**config.mk**
```make
export PLATFORM = sky130hd
export DESIGN_NAME = thumb_ctrl
export DESIGN_NICKNAME = d
export VERILOG_FILES = /design/src/hw/thumb_ctrl_pkg.sv /design/src/hw/op_decoder.sv /design/src/hw/reg_list_sequencer.sv /design/src/hw/thumb_ctrl.sv
export SDC_FILE = /design/constraint.sdc
export NUM_CORES = 1
export LEC_CHECK = 0
export ABC_CLOCK_PERIOD_IN_PS = 7560
export BUFFER_PORTS_ARGS = -buffer_cell sky130_fd_sc_hd__buf_2
export CAP_MARGIN = 15
export CORE_MARGIN = 2
export CORE_UTILIZATION = 23
export CTS_CLUSTER_DIAMETER = 200
export DETAILED_ROUTE_END_ITERATION = 10
export GPL_TIMING_DRIVEN = 0
export HOLD_SLACK_MARGIN = 0.12
export MAX_ROUTING_LAYER = met4
export PLACE_DENSITY = 0.51
export SYNTH_ARGS = -nofsm -noshare
export SYNTH_HDL_FRONTEND = slang
export SYNTH_SLANG_ARGS = --single-unit
```
**constraint.sdc**
```tcl
create_clock -name clk_i -period 7.56 [get_ports clk_i]
set_clock_uncertainty 0.15 [all_clocks]
set_input_delay 0.756 -clock clk_i [delete_from_list [all_inputs] [get_ports clk_i]]
set_output_delay 0.756 -clock clk_i [all_outputs]
set_load 0.05 [all_outputs]
```
**src/hw/thumb_ctrl_pkg.sv**
```systemverilog
package thumb_ctrl_pkg;

    localparam int INSTR_W     = 16;
    localparam int WORD_W      = 32;
    localparam int REG_ADDR_W  = 4;
    localparam int LOW_REG_CNT = 8;
    localparam int WORD_BYTES  = 4;

    // instruction families, classified from bits 15 down to 10
    typedef enum logic [3:0] {
        GRP_SHIFT_IMM,
        GRP_DATA_PROC,
        GRP_LS_IMM,
        GRP_LS_BYTE,
        GRP_LS_HALF,
        GRP_LS_SP,
        GRP_STM,
        GRP_LDM,
        GRP_UNKNOWN
    } op_group_e;

    typedef enum logic [3:0] {
        ALU_ADD,
        ALU_SUB,
        ALU_AND,
        ALU_OR,
        ALU_XOR,
        ALU_BIC,
        ALU_NOT,
        ALU_MUL,
        ALU_LSL,
        ALU_LSR,
        ALU_ASR,
        ALU_ROR,
        ALU_ADC,
        ALU_SBC
    } alu_op_e;

    // SRC_OFFSET selects the immediate that the controller itself produces
    typedef enum logic [1:0] {
        SRC_REG,
        SRC_IMM,
        SRC_ZERO,
        SRC_OFFSET
    } alu_src_e;

    typedef enum logic {
        DATA_FROM_ALU,
        DATA_FROM_MEM
    } reg_data_src_e;

    typedef enum logic {
        ADDR_FROM_INSTR,
        ADDR_FROM_CTRL
    } addr_src_e;

    typedef enum logic {
        SEL_REG_2,
        SEL_REG_3
    } reg_b_sel_e;

    typedef enum logic [1:0] {
        BLOCK_NONE,
        BLOCK_STM_ASC,
        BLOCK_LDM_DESC
    } block_op_e;

    function automatic op_group_e group_of(input logic [INSTR_W-1:0] instr);
        op_group_e group;
        casez (instr[15:10])
            6'b00????: group = GRP_SHIFT_IMM;
            6'b010000: group = GRP_DATA_PROC;
            6'b0110??: group = GRP_LS_IMM;
            6'b0111??: group = GRP_LS_BYTE;
            6'b1000??: group = GRP_LS_HALF;
            6'b1001??: group = GRP_LS_SP;
            6'b11000?: group = GRP_STM;
            6'b11001?: group = GRP_LDM;
            default:   group = GRP_UNKNOWN;
        endcase
        return group;
    endfunction

    // the scan runs downwards so the last hit is the lowest set bit
    function automatic logic [REG_ADDR_W-1:0] lowest_set(input logic [LOW_REG_CNT-1:0] list);
        logic [REG_ADDR_W-1:0] idx;
        idx = '0;
        for (int i = LOW_REG_CNT - 1; i >= 0; i--) begin
            if (list[i]) begin
                idx = REG_ADDR_W'(i);
            end
        end
        return idx;
    endfunction

    function automatic logic [REG_ADDR_W-1:0] highest_set(input logic [LOW_REG_CNT-1:0] list);
        logic [REG_ADDR_W-1:0] idx;
        idx = '0;
        for (int i = 0; i < LOW_REG_CNT; i++) begin
            if (list[i]) begin
                idx = REG_ADDR_W'(i);
            end
        end
        return idx;
    endfunction

    function automatic logic [$clog2(LOW_REG_CNT+1)-1:0] pop_count(
        input logic [LOW_REG_CNT-1:0] list
    );
        logic [$clog2(LOW_REG_CNT+1)-1:0] sum;
        sum = '0;
        for (int i = 0; i < LOW_REG_CNT; i++) begin
            if (list[i]) begin
                sum = sum + 1'b1;
            end
        end
        return sum;
    endfunction

endpackage

```
**src/hw/op_decoder.sv**
```systemverilog
`timescale 1ns/1ps

module op_decoder (
    input  logic                                       valid_i,
    input  logic [thumb_ctrl_pkg::INSTR_W-1:0]         instruction_i,
    input  logic                                       seq_busy_i,
    input  logic [thumb_ctrl_pkg::REG_ADDR_W-1:0]      seq_reg_i,
    input  logic [thumb_ctrl_pkg::WORD_W-1:0]          seq_offset_i,

    output thumb_ctrl_pkg::block_op_e                  block_op_o,
    output logic                                       valid_o,
    output logic                                       update_flag_o,
    output logic                                       mem_read_en_o,
    output logic                                       mem_write_en_o,
    output logic                                       reg_write_en_o,
    output thumb_ctrl_pkg::reg_data_src_e              reg_data_src_o,
    output thumb_ctrl_pkg::alu_src_e                   alu_src_a_o,
    output thumb_ctrl_pkg::alu_src_e                   alu_src_b_o,
    output thumb_ctrl_pkg::alu_op_e                    alu_op_o,
    output logic                                       stall_o,
    output thumb_ctrl_pkg::addr_src_e                  reg_addr_b_src_o,
    output thumb_ctrl_pkg::addr_src_e                  reg_dest_src_o,
    output thumb_ctrl_pkg::reg_b_sel_e                 reg_b_sel_o,
    output logic [thumb_ctrl_pkg::WORD_W-1:0]          offset_imm_o,
    output logic [thumb_ctrl_pkg::REG_ADDR_W-1:0]      ctrl_reg_addr_o
);

    thumb_ctrl_pkg::op_group_e                   group;
    logic [4:0]                                  shift_code;
    logic [3:0]                                  dp_code;
    logic [thumb_ctrl_pkg::LOW_REG_CNT-1:0]      reg_list;
    logic [thumb_ctrl_pkg::REG_ADDR_W-1:0]       base_reg;
    logic                                        base_in_list;

    assign group        = thumb_ctrl_pkg::group_of(instruction_i);
    assign shift_code   = instruction_i[13:9];
    assign dp_code      = instruction_i[9:6];
    assign reg_list     = instruction_i[thumb_ctrl_pkg::LOW_REG_CNT-1:0];
    assign base_reg     = thumb_ctrl_pkg::REG_ADDR_W'(instruction_i[10:8]);
    assign base_in_list = reg_list[instruction_i[10:8]];

    // the sequencer only runs while a valid block transfer is presented
    always_comb begin
        block_op_o = thumb_ctrl_pkg::BLOCK_NONE;
        if (valid_i && group == thumb_ctrl_pkg::GRP_STM) begin
            block_op_o = thumb_ctrl_pkg::BLOCK_STM_ASC;
        end else if (valid_i && group == thumb_ctrl_pkg::GRP_LDM) begin
            block_op_o = thumb_ctrl_pkg::BLOCK_LDM_DESC;
        end
    end

    always_comb begin
        valid_o          = valid_i;
        update_flag_o    = 1'b0;
        mem_read_en_o    = 1'b0;
        mem_write_en_o   = 1'b0;
        reg_write_en_o   = 1'b0;
        reg_data_src_o   = thumb_ctrl_pkg::DATA_FROM_ALU;
        alu_src_a_o      = thumb_ctrl_pkg::SRC_REG;
        alu_src_b_o      = thumb_ctrl_pkg::SRC_REG;
        alu_op_o         = thumb_ctrl_pkg::ALU_ADD;
        stall_o          = 1'b0;
        reg_addr_b_src_o = thumb_ctrl_pkg::ADDR_FROM_INSTR;
        reg_dest_src_o   = thumb_ctrl_pkg::ADDR_FROM_INSTR;
        reg_b_sel_o      = thumb_ctrl_pkg::SEL_REG_2;
        offset_imm_o     = '0;
        ctrl_reg_addr_o  = '0;

        case (group)
            thumb_ctrl_pkg::GRP_SHIFT_IMM: begin
                update_flag_o  = 1'b1;
                reg_write_en_o = 1'b1;
                casez (shift_code)
                    5'b000??: begin
                        alu_op_o    = thumb_ctrl_pkg::ALU_LSL;
                        alu_src_b_o = thumb_ctrl_pkg::SRC_IMM;
                    end
                    5'b001??: begin
                        alu_op_o    = thumb_ctrl_pkg::ALU_LSR;
                        alu_src_b_o = thumb_ctrl_pkg::SRC_IMM;
                    end
                    5'b010??: begin
                        alu_op_o    = thumb_ctrl_pkg::ALU_ASR;
                        alu_src_b_o = thumb_ctrl_pkg::SRC_IMM;
                    end
                    5'b01101: alu_op_o = thumb_ctrl_pkg::ALU_SUB;
                    5'b01110, 5'b110??: alu_src_b_o = thumb_ctrl_pkg::SRC_IMM;
                    5'b01111, 5'b111??: begin
                        alu_op_o    = thumb_ctrl_pkg::ALU_SUB;
                        alu_src_b_o = thumb_ctrl_pkg::SRC_IMM;
                    end
                    // move adds the immediate to zero
                    5'b100??: begin
                        alu_src_a_o = thumb_ctrl_pkg::SRC_ZERO;
                        alu_src_b_o = thumb_ctrl_pkg::SRC_IMM;
                    end
                    5'b101??: begin
                        alu_op_o       = thumb_ctrl_pkg::ALU_SUB;
                        alu_src_b_o    = thumb_ctrl_pkg::SRC_IMM;
                        reg_write_en_o = 1'b0;
                    end
                    default: alu_op_o = thumb_ctrl_pkg::ALU_ADD;
                endcase
            end
            thumb_ctrl_pkg::GRP_DATA_PROC: begin
                update_flag_o  = 1'b1;
                reg_write_en_o = 1'b1;
                case (dp_code)
                    4'b0000: alu_op_o = thumb_ctrl_pkg::ALU_AND;
                    4'b0001: alu_op_o = thumb_ctrl_pkg::ALU_XOR;
                    4'b0010: alu_op_o = thumb_ctrl_pkg::ALU_LSL;
                    4'b0011: alu_op_o = thumb_ctrl_pkg::ALU_LSR;
                    4'b0100: alu_op_o = thumb_ctrl_pkg::ALU_ASR;
                    4'b0101: alu_op_o = thumb_ctrl_pkg::ALU_ADC;
                    4'b0110: alu_op_o = thumb_ctrl_pkg::ALU_SBC;
                    4'b0111: alu_op_o = thumb_ctrl_pkg::ALU_ROR;
                    // test only sets the flags of the and
                    4'b1000: begin
                        alu_op_o       = thumb_ctrl_pkg::ALU_AND;
                        reg_write_en_o = 1'b0;
                    end
                    4'b1001: begin
                        alu_op_o    = thumb_ctrl_pkg::ALU_SUB;
                        alu_src_a_o = thumb_ctrl_pkg::SRC_ZERO;
                    end
                    4'b1010: begin
                        alu_op_o       = thumb_ctrl_pkg::ALU_SUB;
                        reg_write_en_o = 1'b0;
                    end
                    4'b1011: reg_write_en_o = 1'b0;
                    4'b1100: alu_op_o = thumb_ctrl_pkg::ALU_OR;
                    4'b1101: alu_op_o = thumb_ctrl_pkg::ALU_MUL;
                    4'b1110: alu_op_o = thumb_ctrl_pkg::ALU_BIC;
                    default: alu_op_o = thumb_ctrl_pkg::ALU_NOT;
                endcase
            end
            thumb_ctrl_pkg::GRP_LS_IMM, thumb_ctrl_pkg::GRP_LS_BYTE,
            thumb_ctrl_pkg::GRP_LS_HALF, thumb_ctrl_pkg::GRP_LS_SP: begin
                alu_src_b_o = thumb_ctrl_pkg::SRC_IMM;
                // bit 11 is the load bit in all four immediate forms
                if (instruction_i[11]) begin
                    mem_read_en_o  = 1'b1;
                    reg_write_en_o = 1'b1;
                    reg_data_src_o = thumb_ctrl_pkg::DATA_FROM_MEM;
                end else begin
                    mem_write_en_o = 1'b1;
                    reg_b_sel_o    = thumb_ctrl_pkg::SEL_REG_3;
                end
            end
            thumb_ctrl_pkg::GRP_STM: begin
                stall_o      = seq_busy_i;
                alu_src_b_o  = thumb_ctrl_pkg::SRC_OFFSET;
                offset_imm_o = seq_offset_i;
                if (seq_busy_i) begin
                    mem_write_en_o   = 1'b1;
                    reg_addr_b_src_o = thumb_ctrl_pkg::ADDR_FROM_CTRL;
                    ctrl_reg_addr_o  = seq_reg_i;
                end else begin
                    reg_write_en_o  = 1'b1;
                    reg_dest_src_o  = thumb_ctrl_pkg::ADDR_FROM_CTRL;
                    ctrl_reg_addr_o = base_reg;
                end
            end
            thumb_ctrl_pkg::GRP_LDM: begin
                stall_o        = seq_busy_i;
                alu_src_b_o    = thumb_ctrl_pkg::SRC_OFFSET;
                offset_imm_o   = seq_offset_i;
                reg_dest_src_o = thumb_ctrl_pkg::ADDR_FROM_CTRL;
                if (seq_busy_i) begin
                    mem_read_en_o   = 1'b1;
                    reg_write_en_o  = 1'b1;
                    reg_data_src_o  = thumb_ctrl_pkg::DATA_FROM_MEM;
                    ctrl_reg_addr_o = seq_reg_i;
                end else begin
                    // a loaded base keeps its loaded value
                    reg_write_en_o  = !base_in_list;
                    ctrl_reg_addr_o = base_reg;
                end
            end
            default: valid_o = 1'b0;
        endcase

        if (!valid_i) begin
            update_flag_o  = 1'b0;
            mem_read_en_o  = 1'b0;
            mem_write_en_o = 1'b0;
            reg_write_en_o = 1'b0;
        end
    end

endmodule

```
**src/hw/reg_list_sequencer.sv**
```systemverilog
`timescale 1ns/1ps

module reg_list_sequencer #(
    parameter int unsigned LIST_W = thumb_ctrl_pkg::LOW_REG_CNT
) (
    input  logic                                   clk_i,
    input  logic                                   reset_i,
    input  thumb_ctrl_pkg::block_op_e              block_op_i,
    input  logic [LIST_W-1:0]                      list_i,

    output logic                                   busy_o,
    output logic [thumb_ctrl_pkg::REG_ADDR_W-1:0]  cur_reg_o,
    output logic [thumb_ctrl_pkg::WORD_W-1:0]      offset_o
);

    localparam int unsigned CNT_W = $clog2(thumb_ctrl_pkg::LOW_REG_CNT + 1);

    // a set bit marks a register that still has to be transferred
    logic [LIST_W-1:0] remaining_q;
    logic [CNT_W-1:0]  step_q;

    logic [LIST_W-1:0] pending;
    logic [LIST_W-1:0] cur_onehot;
    logic [CNT_W-1:0]  list_cnt;
    logic              active;

    assign active   = (block_op_i != thumb_ctrl_pkg::BLOCK_NONE);
    assign pending  = list_i & remaining_q;
    assign busy_o   = active && (pending != '0);
    assign list_cnt = thumb_ctrl_pkg::pop_count(thumb_ctrl_pkg::LOW_REG_CNT'(list_i));

    // stores walk upwards, loads walk downwards
    always_comb begin
        if (block_op_i == thumb_ctrl_pkg::BLOCK_LDM_DESC) begin
            cur_reg_o = thumb_ctrl_pkg::highest_set(thumb_ctrl_pkg::LOW_REG_CNT'(pending));
        end else begin
            cur_reg_o = thumb_ctrl_pkg::lowest_set(thumb_ctrl_pkg::LOW_REG_CNT'(pending));
        end
    end

    assign cur_onehot = LIST_W'(1) << cur_reg_o;

    // the final cycle always points one past the whole block
    always_comb begin
        if (!busy_o) begin
            offset_o = thumb_ctrl_pkg::WORD_W'(thumb_ctrl_pkg::WORD_BYTES * list_cnt);
        end else if (block_op_i == thumb_ctrl_pkg::BLOCK_LDM_DESC) begin
            offset_o = thumb_ctrl_pkg::WORD_W'(
                thumb_ctrl_pkg::WORD_BYTES * (list_cnt - step_q - 1'b1));
        end else begin
            offset_o = thumb_ctrl_pkg::WORD_W'(thumb_ctrl_pkg::WORD_BYTES * step_q);
        end
    end

    // the walk restarts once the final cycle ends or the transfer is dropped
    always_ff @(posedge clk_i) begin
        if (reset_i || !busy_o) begin
            remaining_q <= '1;
            step_q      <= '0;
        end else begin
            remaining_q <= remaining_q & ~cur_onehot;
            step_q      <= step_q + 1'b1;
        end
    end

endmodule

```
**src/hw/thumb_ctrl.sv**
```systemverilog
`timescale 1ns/1ps

module thumb_ctrl #(
    parameter int unsigned LIST_W = thumb_ctrl_pkg::LOW_REG_CNT
) (
    input  logic                                   clk_i,
    input  logic                                   reset_i,
    input  logic                                   valid_i,
    input  logic [thumb_ctrl_pkg::INSTR_W-1:0]     instruction_i,

    output logic                                   valid_o,
    output logic                                   update_flag_o,
    output logic                                   mem_read_en_o,
    output logic                                   mem_write_en_o,
    output logic                                   reg_write_en_o,
    output thumb_ctrl_pkg::reg_data_src_e          reg_data_src_o,
    output thumb_ctrl_pkg::alu_src_e               alu_src_a_o,
    output thumb_ctrl_pkg::alu_src_e               alu_src_b_o,
    output thumb_ctrl_pkg::alu_op_e                alu_op_o,
    output logic                                   stall_o,
    output thumb_ctrl_pkg::addr_src_e              reg_addr_b_src_o,
    output thumb_ctrl_pkg::addr_src_e              reg_dest_src_o,
    output thumb_ctrl_pkg::reg_b_sel_e             reg_b_sel_o,
    output logic [thumb_ctrl_pkg::WORD_W-1:0]      offset_imm_o,
    output logic [thumb_ctrl_pkg::REG_ADDR_W-1:0]  ctrl_reg_addr_o
);

    thumb_ctrl_pkg::block_op_e                  block_op;
    logic                                       seq_busy;
    logic [thumb_ctrl_pkg::REG_ADDR_W-1:0]      seq_reg;
    logic [thumb_ctrl_pkg::WORD_W-1:0]          seq_offset;

    op_decoder i_op_decoder (
        .valid_i          (valid_i),
        .instruction_i    (instruction_i),
        .seq_busy_i       (seq_busy),
        .seq_reg_i        (seq_reg),
        .seq_offset_i     (seq_offset),
        .block_op_o       (block_op),
        .valid_o          (valid_o),
        .update_flag_o    (update_flag_o),
        .mem_read_en_o    (mem_read_en_o),
        .mem_write_en_o   (mem_write_en_o),
        .reg_write_en_o   (reg_write_en_o),
        .reg_data_src_o   (reg_data_src_o),
        .alu_src_a_o      (alu_src_a_o),
        .alu_src_b_o      (alu_src_b_o),
        .alu_op_o         (alu_op_o),
        .stall_o          (stall_o),
        .reg_addr_b_src_o (reg_addr_b_src_o),
        .reg_dest_src_o   (reg_dest_src_o),
        .reg_b_sel_o      (reg_b_sel_o),
        .offset_imm_o     (offset_imm_o),
        .ctrl_reg_addr_o  (ctrl_reg_addr_o)
    );

    // the register list sits in the low byte of the block-transfer encoding
    reg_list_sequencer #(
        .LIST_W (LIST_W)
    ) i_reg_list_sequencer (
        .clk_i      (clk_i),
        .reset_i    (reset_i),
        .block_op_i (block_op),
        .list_i     (instruction_i[LIST_W-1:0]),
        .busy_o     (seq_busy),
        .cur_reg_o  (seq_reg),
        .offset_o   (seq_offset)
    );

endmodule

```
# Word level (Yosys, flattened, before mapping)
# Cells that the tools add are included.
dict set report totals {
  mem_bits_rw 0
  regBits 12
  out_inout_bits 54
  latch_bits 0
  mem_bits_ro 0
  elab_cells 138
  memories 0
}
dict set report classes {
  mul 0
  n_eq_ne 38
  order_cmp 1
  mux 62
  shift 1
  div_mod_pow 0
  n_bitwise 3
  reduce_logical 21
  addsub 10
}
# operator count
set op_table {}
lappend op_table {{$mux 32} 3}
lappend op_table {{$pmux 4 s13} 1}
lappend op_table {{$eq 4x3->1 const B} 10}
lappend op_table {{$mux 4} 10}
lappend op_table {{$eq 4x4->1 const B} 9}
lappend op_table {{$mux 3} 12}
lappend op_table {{$pmux 4 s8} 1}
lappend op_table {{$sub 30x1->30 const B} 1}
lappend op_table {{$add 4x1->4 const B} 7}
lappend op_table {{$mux 1} 20}
lappend op_table {{$and 8x8->8} 2}
lappend op_table {{$eq 4x2->1 const B} 4}
lappend op_table {{$pmux 4 s4} 1}
lappend op_table {{$eq 5x4->1 const B} 3}
lappend op_table {{$eq 3x3->1 const B} 4}
lappend op_table {{$mux 2} 6}
lappend op_table {{$eq 5x5->1 const B} 2}
lappend op_table {{$reduce_or 9->1} 1}
lappend op_table {{$eq 4x1->1 const B} 2}
lappend op_table {{$logic_not 4->1} 2}
lappend op_table {{$not 8->8} 1}
lappend op_table {{$pmux 4 s2} 1}
lappend op_table {{$reduce_bool 8->1} 1}
lappend op_table {{$reduce_or 2->1} 4}
lappend op_table {{22 further kinds} 28}

# Depth between registers and ports, before layout
# Gate-level depths: netlist of run 1.
dict set report depth {
  word_depth 20
  depth_mapped 25
  mapped_depth_nobuf 23
}

# By module
# A second synthesis of run 1 with hierarchy kept.
dict set report hier_totals {
  cells_unflattened 366
  hier_area_um2 2591.2
}
# module n_inst cells_per_inst area_per_inst_um2
set modules_own_cells {}
lappend modules_own_cells {reg_list_sequencer 1 234 1736.7}
lappend modules_own_cells {op_decoder 1 132 854.6}

# Worst setup path before layout of run 1
# No wires, ideal clock.
dict set report synth_timing {
  kind {input port to output port}
  startpoint {input port instruction_i[0] in the netlist's numbering}
  endpoint {output port offset_imm_o[23] in the netlist's numbering}
  required_ps 6654
  setup_slack_ps 664
  cell_stages 25
  arrival_ps 5990
  path_cell_list {inv_1 ha_1 buf_6 xnor2_1 inv_1 ha_1 nand3b_1 mux2_2 o311a_1 ha_1 xnor2_1 a2bb2oi_1 nand2_1 ha_1 nor2_1 a31oi_1 inv_1 fa_1 xor2_1 nand3_1 nor2_1 nand2_1 ha_1 nor2_1 buf_4}
}
dict set report synth_via {
  elab_chain_len 20
  elab_cells_between_ends 23
}
# item line
set synth_rtl {}
lappend synth_rtl {{start, declared} thumb_ctrl.sv:9} ;# input logic [thumb_ctrl_pkg::INSTR_W-1:0] instruction_i,
lappend synth_rtl {{$mux 1} thumb_ctrl_pkg.sv:113} ;# if (list[i]) begin
lappend synth_rtl {{$add 1x1->2} thumb_ctrl_pkg.sv:114} ;# sum = sum + 1'b1;
lappend synth_rtl {{$mux 4} thumb_ctrl_pkg.sv:113}
lappend synth_rtl {{$add 4x1->4} thumb_ctrl_pkg.sv:114}
lappend synth_rtl {{$mux 4} thumb_ctrl_pkg.sv:113}
lappend synth_rtl {{$add 4x1->4} thumb_ctrl_pkg.sv:114}
lappend synth_rtl {{$mux 4} thumb_ctrl_pkg.sv:113}
lappend synth_rtl {{$add 4x1->4} thumb_ctrl_pkg.sv:114}
lappend synth_rtl {{(+4 left out)} -}
lappend synth_rtl {{$mux 4} thumb_ctrl_pkg.sv:113}
lappend synth_rtl {{$add 4x1->4} thumb_ctrl_pkg.sv:114}
lappend synth_rtl {{$mux 4} thumb_ctrl_pkg.sv:113}
lappend synth_rtl {{$sub 4x4->5} reg_list_sequencer.sv:49} ;# thumb_ctrl_pkg::WORD_BYTES * (list_cnt - step_q - 1'b1));
lappend synth_rtl {{$sub 30x1->30} reg_list_sequencer.sv:49}
lappend synth_rtl {{$mux 32} reg_list_sequencer.sv:47} ;# end else if (block_op_i == thumb_ctrl_pkg::BLOCK_LDM_DESC) begin
lappend synth_rtl {{$mux 32 (*)} reg_list_sequencer.sv:45} ;# if (!busy_o) begin
lappend synth_rtl {{$mux 32 (*)} op_decoder.sv:69} ;# case (group)
lappend synth_rtl {{end, declared} thumb_ctrl.sv:24} ;# output logic [thumb_ctrl_pkg::WORD_W-1:0] offset_imm_o,
# Every way passes the cells marked *; elsewhere a longest branch is shown, timed or not.

# Worst setup path after layout of run 1
dict set report layout_timing {
  startpoint {input port instruction_i[0] in the netlist's numbering}
  endpoint {output port offset_imm_o[13] in the netlist's numbering}
}
# Same word-level chain as after synthesis.

==> implementation parameters, run 1 <==
Parameter                              Value

Outcome
  Run status ... complete, no violations

Synthesis
  Most common flop cell mapped by yosys ... sky130_fd_sc_hd__dfxtp_1
  Sequential area share after synthesis ... 0.1020
  Post-synthesis xor/xnor area fraction ... 0.09245
  Synthesized flop and latch total ... 12
  Average footprint of a synthesized cell ... 7.008 sq um
  Syn. warnings ... 0
  Mapped Area ... 2355 sq um
  Adder-cell share of the synthesized area ... 0.1095
  Dominant combinational cell family by area after synthesis ... simple AND/OR/NAND/NOR gates
  Area fraction in compound gates after synthesis ... 0.1918
  Cells after Synth ... 336
  Simple-gate share of the synthesized area ... 0.3039
  Mux share of post-synthesis cell area ... 0.05048
  Distinct cells, synth ... 62
  Number of enable flip-flop cells after synthesis ... 0
  Synth async-reset ratio ... 0

Global routing
  GR Overflow Total ... 0
  Antenna violations before repair ... 0
  Maximum number of pins on one net before global-route repair ... 11
  Most Crowded Layer GR ... met2
  Overall global routing resource usage ... 0.1240
  Global-route wire length before repair ... 11200 um
  Met1 usage in global routing ... 0.1695
  Global Route met2 Usage ... 0.1982
  Met3 Use GR ... 0.01435
  Number of global-route vias before repair ... 2285

Detailed routing
  Via count of the routed design ... 2428
  Iteration count of the initial detailed-routing pass ... 4
  DRC ... 0
  Post-DR wirelength/cell ... 12.10 um
  Number of nets with antenna violations after detailed routing ... 0
  Total wire length after detailed routing ... 6509 um
  Vias/cell ... 4.513
  Starting DRT DRC Count ... 130

Critical path
  Max Fanout on Critical Path ... 10
  Critical path class ... in2out
  Required @ worst endpoint ... 6650 ps
  Startpoint type of the worst setup path ... input port
  Arr. time, crit path ... 6160 ps
  Category of the worst setup path capture point ... primary output

Placed design
  Number of buffers inserted by port buffering ... 62
  Placer's final routability congestion estimate ... 0.8572
  Sum of net half-perimeters after detailed placement ... 5428 um

STA
  Achievable frequency ... 141.6 MHz
  Final critical-path share of the clock period ... 0.9344
  Final-layout setup total negative slack ... 0 ps
  Tmin final ... 7064 ps
  Setup repair after global routing missed its margin ... no
  Relative slew margins ... 0.5908
  Final Slew Violations ... 0
  Worst slew pin tran ... 605.3 ps
  Final setup fails ... 0
  Number of hold-slack violations in the final timing report ... 0

Power
  Total power density per cell area ... 141.9 nW/um^2
  Sw Ratio ... 0.4550
  Internal power contribution ... 224.1 uW
  Peak supply drop ... 0.06060 mV
  Sequential power share ... 0.155
  Reported net switching power ... 187.1 uW
  Total power draw ... 411.2 uW
  Combinational Power Share ... 0.678
  Pleak ... 0.001411 uW
  Power share of the clock group ... 0.167

Die
  Die Height ... 105.2 um
  I/O pin count ... 73
  Die area ... 11060 sq um
  Area of the core region ... 9864 sq um
  Rows ... 36
  Die Width ... 105.2 um
  Starting utilization of the core area ... 0.2387

Flow run
  Max-Cap Viols ... 0

Finish
  Layout overhead on the synthesized area ... 23.06%
  Final core utilization ... 0.2938
  Share of final-layout standard cells stronger than drive strength 1 ... 0.2815
  # nets final ... 445
  Ant diodes ... 0

Clock network
  Hold-fix buffers at CTS ... 0
  Clock latency on the worst-skew pair ... 240 ps
  Cts repair resizes ... 0
  Number of setup buffers added after CTS ... 0
  Worst-case clock buffer depth ... 2
  Total clock buffers created by CTS ... 3
  Clock tree from TritonCTS ... built
  Clock transition at the registers of the reported paths ... 50 ps
  Number of clock sinks ... 12
  Cell at the root of the clock tree ... sky130_fd_sc_hd__clkbuf_8
  Max H-tree Level ... 1

Hold path
  Tightest Hold Check Type ... reg2reg
-- Yosys cell counts (all sizes together), types with 3 or more instances --
library cell	count	area share
nand2b	9	0.024
a21boi	3	0.0096
mux2i	4	0.017
and2	9	0.024
or4	3	0.0096
clkbuf	8	0.021
dfxtp	12	0.10
nor2	34	0.055
xnor2	14	0.052
nor2b	3	0.0080
mux2	3	0.014
o21ai	18	0.038
nand3b	4	0.013
ha	19	0.10
a31oi	3	0.0080
nor4	4	0.011
inv	17	0.027
a211oi	5	0.016
xor2	6	0.030
a21oi	11	0.023
nand3	10	0.021
buf	30	0.098
nand4	3	0.0080
nand2	58	0.092
o21a	4	0.013
and3	4	0.011
-- power by group through the flow --
stage	clock, uW	combinational [uW]	sequential (uW)
2_1_floorplan	0	227	64.9
3_3_place_gp	0	276	64.9
3_5_place_dp	0	279	64.9
4_1_cts	71.5	282	63.6
5_1_grt	73.5	317	63.6
6_report	68.7	279	63.7
-- final timing paths --
path / end / cells past startpoint / slack (ps) / from
worst min register to register: i_reg_list_sequencer.remaining_q[2] / 2 / 320 / i_reg_list_sequencer.remaining_q[2]
worst max register to register: i_reg_list_sequencer.step_q[1] / 6 / 5590 / i_reg_list_sequencer.remaining_q[3]
worst max-delay path: offset_imm_o[13] / 27 / 500 / instruction_i[0]
worst min-delay path: i_reg_list_sequencer.remaining_q[2] / 2 / 320 / i_reg_list_sequencer.remaining_q[2]
-- cells in the final DEF, fill, tap and decap left out, types with 6 or more instances in the layout --
master	instances
sky130_fd_sc_hd__a21oi_1	11
sky130_fd_sc_hd__and2_1	9
sky130_fd_sc_hd__buf_2	66
sky130_fd_sc_hd__buf_4	22
sky130_fd_sc_hd__clkbuf_1	6
sky130_fd_sc_hd__clkbuf_8	6
sky130_fd_sc_hd__dfxtp_1	12
sky130_fd_sc_hd__ha_1	19
sky130_fd_sc_hd__inv_1	15
sky130_fd_sc_hd__nand2_1	58
sky130_fd_sc_hd__nand2b_1	9
sky130_fd_sc_hd__nand3_1	10
sky130_fd_sc_hd__nor2_1	33
sky130_fd_sc_hd__o21ai_0	14
sky130_fd_sc_hd__xnor2_1	14
-- per-layer routing --
layer	vias up	wire length, um	part of all wire
met3	6	247	0.038
li1	1282	-	-
met5	-	0	0
met2	58	2935	0.45
met1	1082	3278	0.50
met4	0	48	0.0074
-- cell type report --
cell class              instances  area (sq um)
multi-input cells             271          1777
repair buffers                 62         310.3
plain buffers                  38         280.3
well taps                     133         166.4
inverters                      18         68.82
clock buffers                   4         55.05
fillers                      1118          6967
flip-flops and latches         12         240.2
-- worst max-delay path, stage by stage --
cell                        delay (ps)
sky130_fd_sc_hd__buf_2             150
sky130_fd_sc_hd__inv_1              80
sky130_fd_sc_hd__ha_1              300
sky130_fd_sc_hd__buf_6             140
sky130_fd_sc_hd__xnor2_1           200
sky130_fd_sc_hd__inv_1              60
sky130_fd_sc_hd__ha_1              350
sky130_fd_sc_hd__nand3b_1          170
sky130_fd_sc_hd__mux2_2            260
sky130_fd_sc_hd__o311a_1           170
sky130_fd_sc_hd__ha_1              330
sky130_fd_sc_hd__xnor2_1           170
sky130_fd_sc_hd__a2bb2oi_1         230
sky130_fd_sc_hd__nand2_1            80
sky130_fd_sc_hd__ha_1              280
sky130_fd_sc_hd__nor2_1             30
sky130_fd_sc_hd__a31oi_1           290
sky130_fd_sc_hd__inv_1             110
sky130_fd_sc_hd__fa_1              470
sky130_fd_sc_hd__xor2_1            280
sky130_fd_sc_hd__nand3_1           190
sky130_fd_sc_hd__nor2_1            200
sky130_fd_sc_hd__nand2_1            80
sky130_fd_sc_hd__ha_1              280
sky130_fd_sc_hd__and2_1            130
sky130_fd_sc_hd__buf_4             100
sky130_fd_sc_hd__buf_2             240
-- per-stage QoR --
stage | cell area (sq um) | hold WS [ps] | worst slack (ps) | std cells
2_1_floorplan | 2366 | 281.1 | 663.6 | 339
5_1_grt | 2898 | 356.6 | 10.49 | 538
4_1_cts | 2898 | 328.3 | 451.4 | 538
3_3_place_gp | 2843 | 308.8 | 527.1 | 534
6_report | 2898 | 324.2 | 496.2 | 538
3_5_place_dp | 2843 | 316.5 | 462.0 | 534
-- sequential cells by signal, indices dropped and copies added, names as in the netlist --
name	count
i_reg_list_sequencer.remaining_q	8
i_reg_list_sequencer.step_q	4
-- cells by family (layout without fill, tap and decap cells) --
kind of cell,after synthesis,in the layout
and+or+nand+nor,150,150
AOI/OAI and AO/OA,67,67
buffers and inverters,56,122
xor gates and xnor gates,21,21
adders and majority gates,20,20
DFF,12,12
muxes,9,9
other,1,4
Power figures use the tool's default switching activity.
==> run 2: changes to the inputs <==
--- a/config.mk
+++ b/config.mk
@@ -8,6 +8,7 @@
 export ABC_CLOCK_PERIOD_IN_PS = 7560
 export BUFFER_PORTS_ARGS = -buffer_cell sky130_fd_sc_hd__buf_2
 export CAP_MARGIN = 15
+export CORE_ASPECT_RATIO = 0.6
 export CORE_MARGIN = 2
 export CORE_UTILIZATION = 23
 export CTS_CLUSTER_DIAMETER = 200
==> run 2 against run 1 <==
  * Power up 16%
  * Global-route usage rose by 0.46 points
  * Utilization rose by 0.63 points
  * Worst hold slack better by 4.7 ps
  * Clock power up 54%
  * Register-to-register slack is essentially flat
  * Sequential cell count did not move
  * Critical endpoint is now offset_imm_o[19]
  * Wire length rose by 9.8%
  * Fmax grew 0.70%
  * Count of clock-buffer cells in the layout unchanged
==> implementation parameters, run 2 (synthesized netlist as in run 1, its figures left out) <==
Parameter                              Value

Outcome
  Run status ... complete, no violations

Finish
  Final Instance Count excl. Fillers ... 540
  Regs by FF count ... i_reg_list_sequencer.remaining_q: 8 flops, i_reg_list_sequencer.step_q: 4 flops
  Commonest non-fill, non-tap cells in the layout ... sky130_fd_sc_hd__buf_2 (66), sky130_fd_sc_hd__nand2_1 (58), sky130_fd_sc_hd__nor2_1 (32)
  Layout overhead on the synthesized area ... 26.35%
  Top reg by flops ... i_reg_list_sequencer.remaining_q
  Max FFs per register ... 8
  Most common cell after layout, fill and taps aside ... sky130_fd_sc_hd__buf_2
  Share of final-layout standard cells stronger than drive strength 1 ... 0.2963
  # nets final ... 445
  Ant diodes ... 0
  Final core utilization ... 0.3001

Detailed routing
  Post-DR wirelength/cell ... 13.24 um
  Total wire length after detailed routing ... 7150 um
  Number of nets with antenna violations after detailed routing ... 0
  DRC ... 0
  Via count of the routed design ... 2519
  Vias/cell ... 4.665
  Iteration count of the initial detailed-routing pass ... 4
  Starting DRT DRC Count ... 235

Clock network
  Hold-fix buffers at CTS ... 0
  Worst-case clock buffer depth ... 2
  Total clock buffers created by CTS ... 3
  Clock latency on the worst-skew pair ... 240 ps
  Number of setup buffers added after CTS ... 0
  Cts repair resizes ... 0
  Clock transition at the registers of the reported paths ... 40 ps
  Clock tree from TritonCTS ... built
  Cell at the root of the clock tree ... sky130_fd_sc_hd__clkbuf_16
  Max H-tree Level ... 1
  Number of clock sinks ... 12

Die
  I/O pin count ... 73
  Rows ... 28
  Starting utilization of the core area ... 0.2375
  Area of the core region ... 9915 sq um
  Die Width ... 134.6 um
  Die area ... 11090 sq um
  Die Height ... 82.38 um

Hold path
  Tightest Hold Check Type ... reg2reg

Placed design
  Number of buffers inserted by port buffering ... 62
  Placed Instances ... 536
  Placer's final routability congestion estimate ... 0.8494
  Sum of net half-perimeters after detailed placement ... 5936 um

STA
  Setup repair after global routing missed its margin ... no
  Worst slew pin tran ... 730.5 ps
  Achievable frequency ... 142.6 MHz
  Relative slew margins ... 0.5085
  Final-layout setup total negative slack ... 0 ps
  Number of hold-slack violations in the final timing report ... 0
  Final setup fails ... 0
  Final Slew Violations ... 0
  Tmin final ... 7015 ps
  Final critical-path share of the clock period ... 0.9279
  Worst hold margin ... 328.9 ps

Critical path
  Max Fanout on Critical Path ... 10
  Required @ worst endpoint ... 6650 ps
  Startpoint type of the worst setup path ... input port
  Critical path class ... in2out
  Arr. time, crit path ... 6110 ps
  Category of the worst setup path capture point ... primary output

Power
  Pleak ... 0.001436 uW
  Total power density per cell area ... 161.0 nW/um^2
  Peak supply drop ... 0.1177 mV

Global routing
  GR Overflow Total ... 0
  Overall global routing resource usage ... 0.1286
  Antenna violations before repair ... 0
  Number of global-route vias before repair ... 2240
  Maximum number of pins on one net before global-route repair ... 11
  Global-route wire length before repair ... 11300 um

Flow run
  Max-Cap Viols ... 0
run 2: area by class of cell:
type                            instances  area [sq um]
Sequential cell                        12         240.2
Timing Repair Buffer                   62         310.3
Tap cell                              135         168.9
Multi-Input combinational cell        271          1818
Clock buffer                            4         88.84
Fill cell                            1095          6939
Buffer                                 38         280.3
Inverter                               18         68.82
run 2: final timing paths:
check / from / end / slack (ps) / cells past startpoint
setup / recovery: instruction_i[0] / offset_imm_o[19] / 550 / 27
hold reg to reg: i_reg_list_sequencer.remaining_q[7] / i_reg_list_sequencer.remaining_q[7] / 330 / 2
hold / removal: i_reg_list_sequencer.remaining_q[7] / i_reg_list_sequencer.remaining_q[7] / 330 / 2
setup reg to reg: i_reg_list_sequencer.remaining_q[2] / i_reg_list_sequencer.step_q[1] / 5590 / 6
run 2: worst max-delay path: stages:
cell and delay [ps]:
sky130_fd_sc_hd__buf_2 160, sky130_fd_sc_hd__inv_1 80, sky130_fd_sc_hd__ha_1 310, sky130_fd_sc_hd__buf_6 150, sky130_fd_sc_hd__xnor2_1 210, sky130_fd_sc_hd__inv_1 70
sky130_fd_sc_hd__ha_1 350, sky130_fd_sc_hd__nand3b_1 170, sky130_fd_sc_hd__mux2_2 270, sky130_fd_sc_hd__o311a_1 180, sky130_fd_sc_hd__ha_1 330, sky130_fd_sc_hd__xnor2_1 200
sky130_fd_sc_hd__a2bb2oi_2 240, sky130_fd_sc_hd__nand2_1 80, sky130_fd_sc_hd__ha_1 290, sky130_fd_sc_hd__nor2_1 60, sky130_fd_sc_hd__a31oi_4 230, sky130_fd_sc_hd__inv_1 90
sky130_fd_sc_hd__fa_1 490, sky130_fd_sc_hd__xor2_2 220, sky130_fd_sc_hd__nand3_1 180, sky130_fd_sc_hd__nor2_2 170, sky130_fd_sc_hd__nand2_1 70, sky130_fd_sc_hd__ha_1 260
sky130_fd_sc_hd__and2_1 130, sky130_fd_sc_hd__buf_4 100, sky130_fd_sc_hd__buf_2 250
run 2: metal layers:
layer | part of all wire | GRT usage | up-vias
met3 | 0.040 | 0.01587 | 4
met5 | 0 | - | -
li1 | - | - | 1271
met4 | 0.0025 | 0.008421 | 0
met2 | 0.41 | 0.1802 | 45
met1 | 0.55 | 0.2003 | 1199
run 2: metrics by stage:
stage               worst slack (ps)  cell area (sq um)  power (uW)
global placement               356.5               2845       347.1
floorplan                      663.6               2366       291.8
global route                   79.54               2975       523.4
detailed placement             247.8               2845       354.4
finish                         545.3               2975       478.9
CTS                            234.0               2934       463.0
run 2: power by group:
group / leakage, uW / internal (uW) / switching [uW]
logic: 0.00130 / 125 / 183
clock network: 0.0000442 / 79.7 / 26.6
registers: 0.0000970 / 63.6 / 0.165
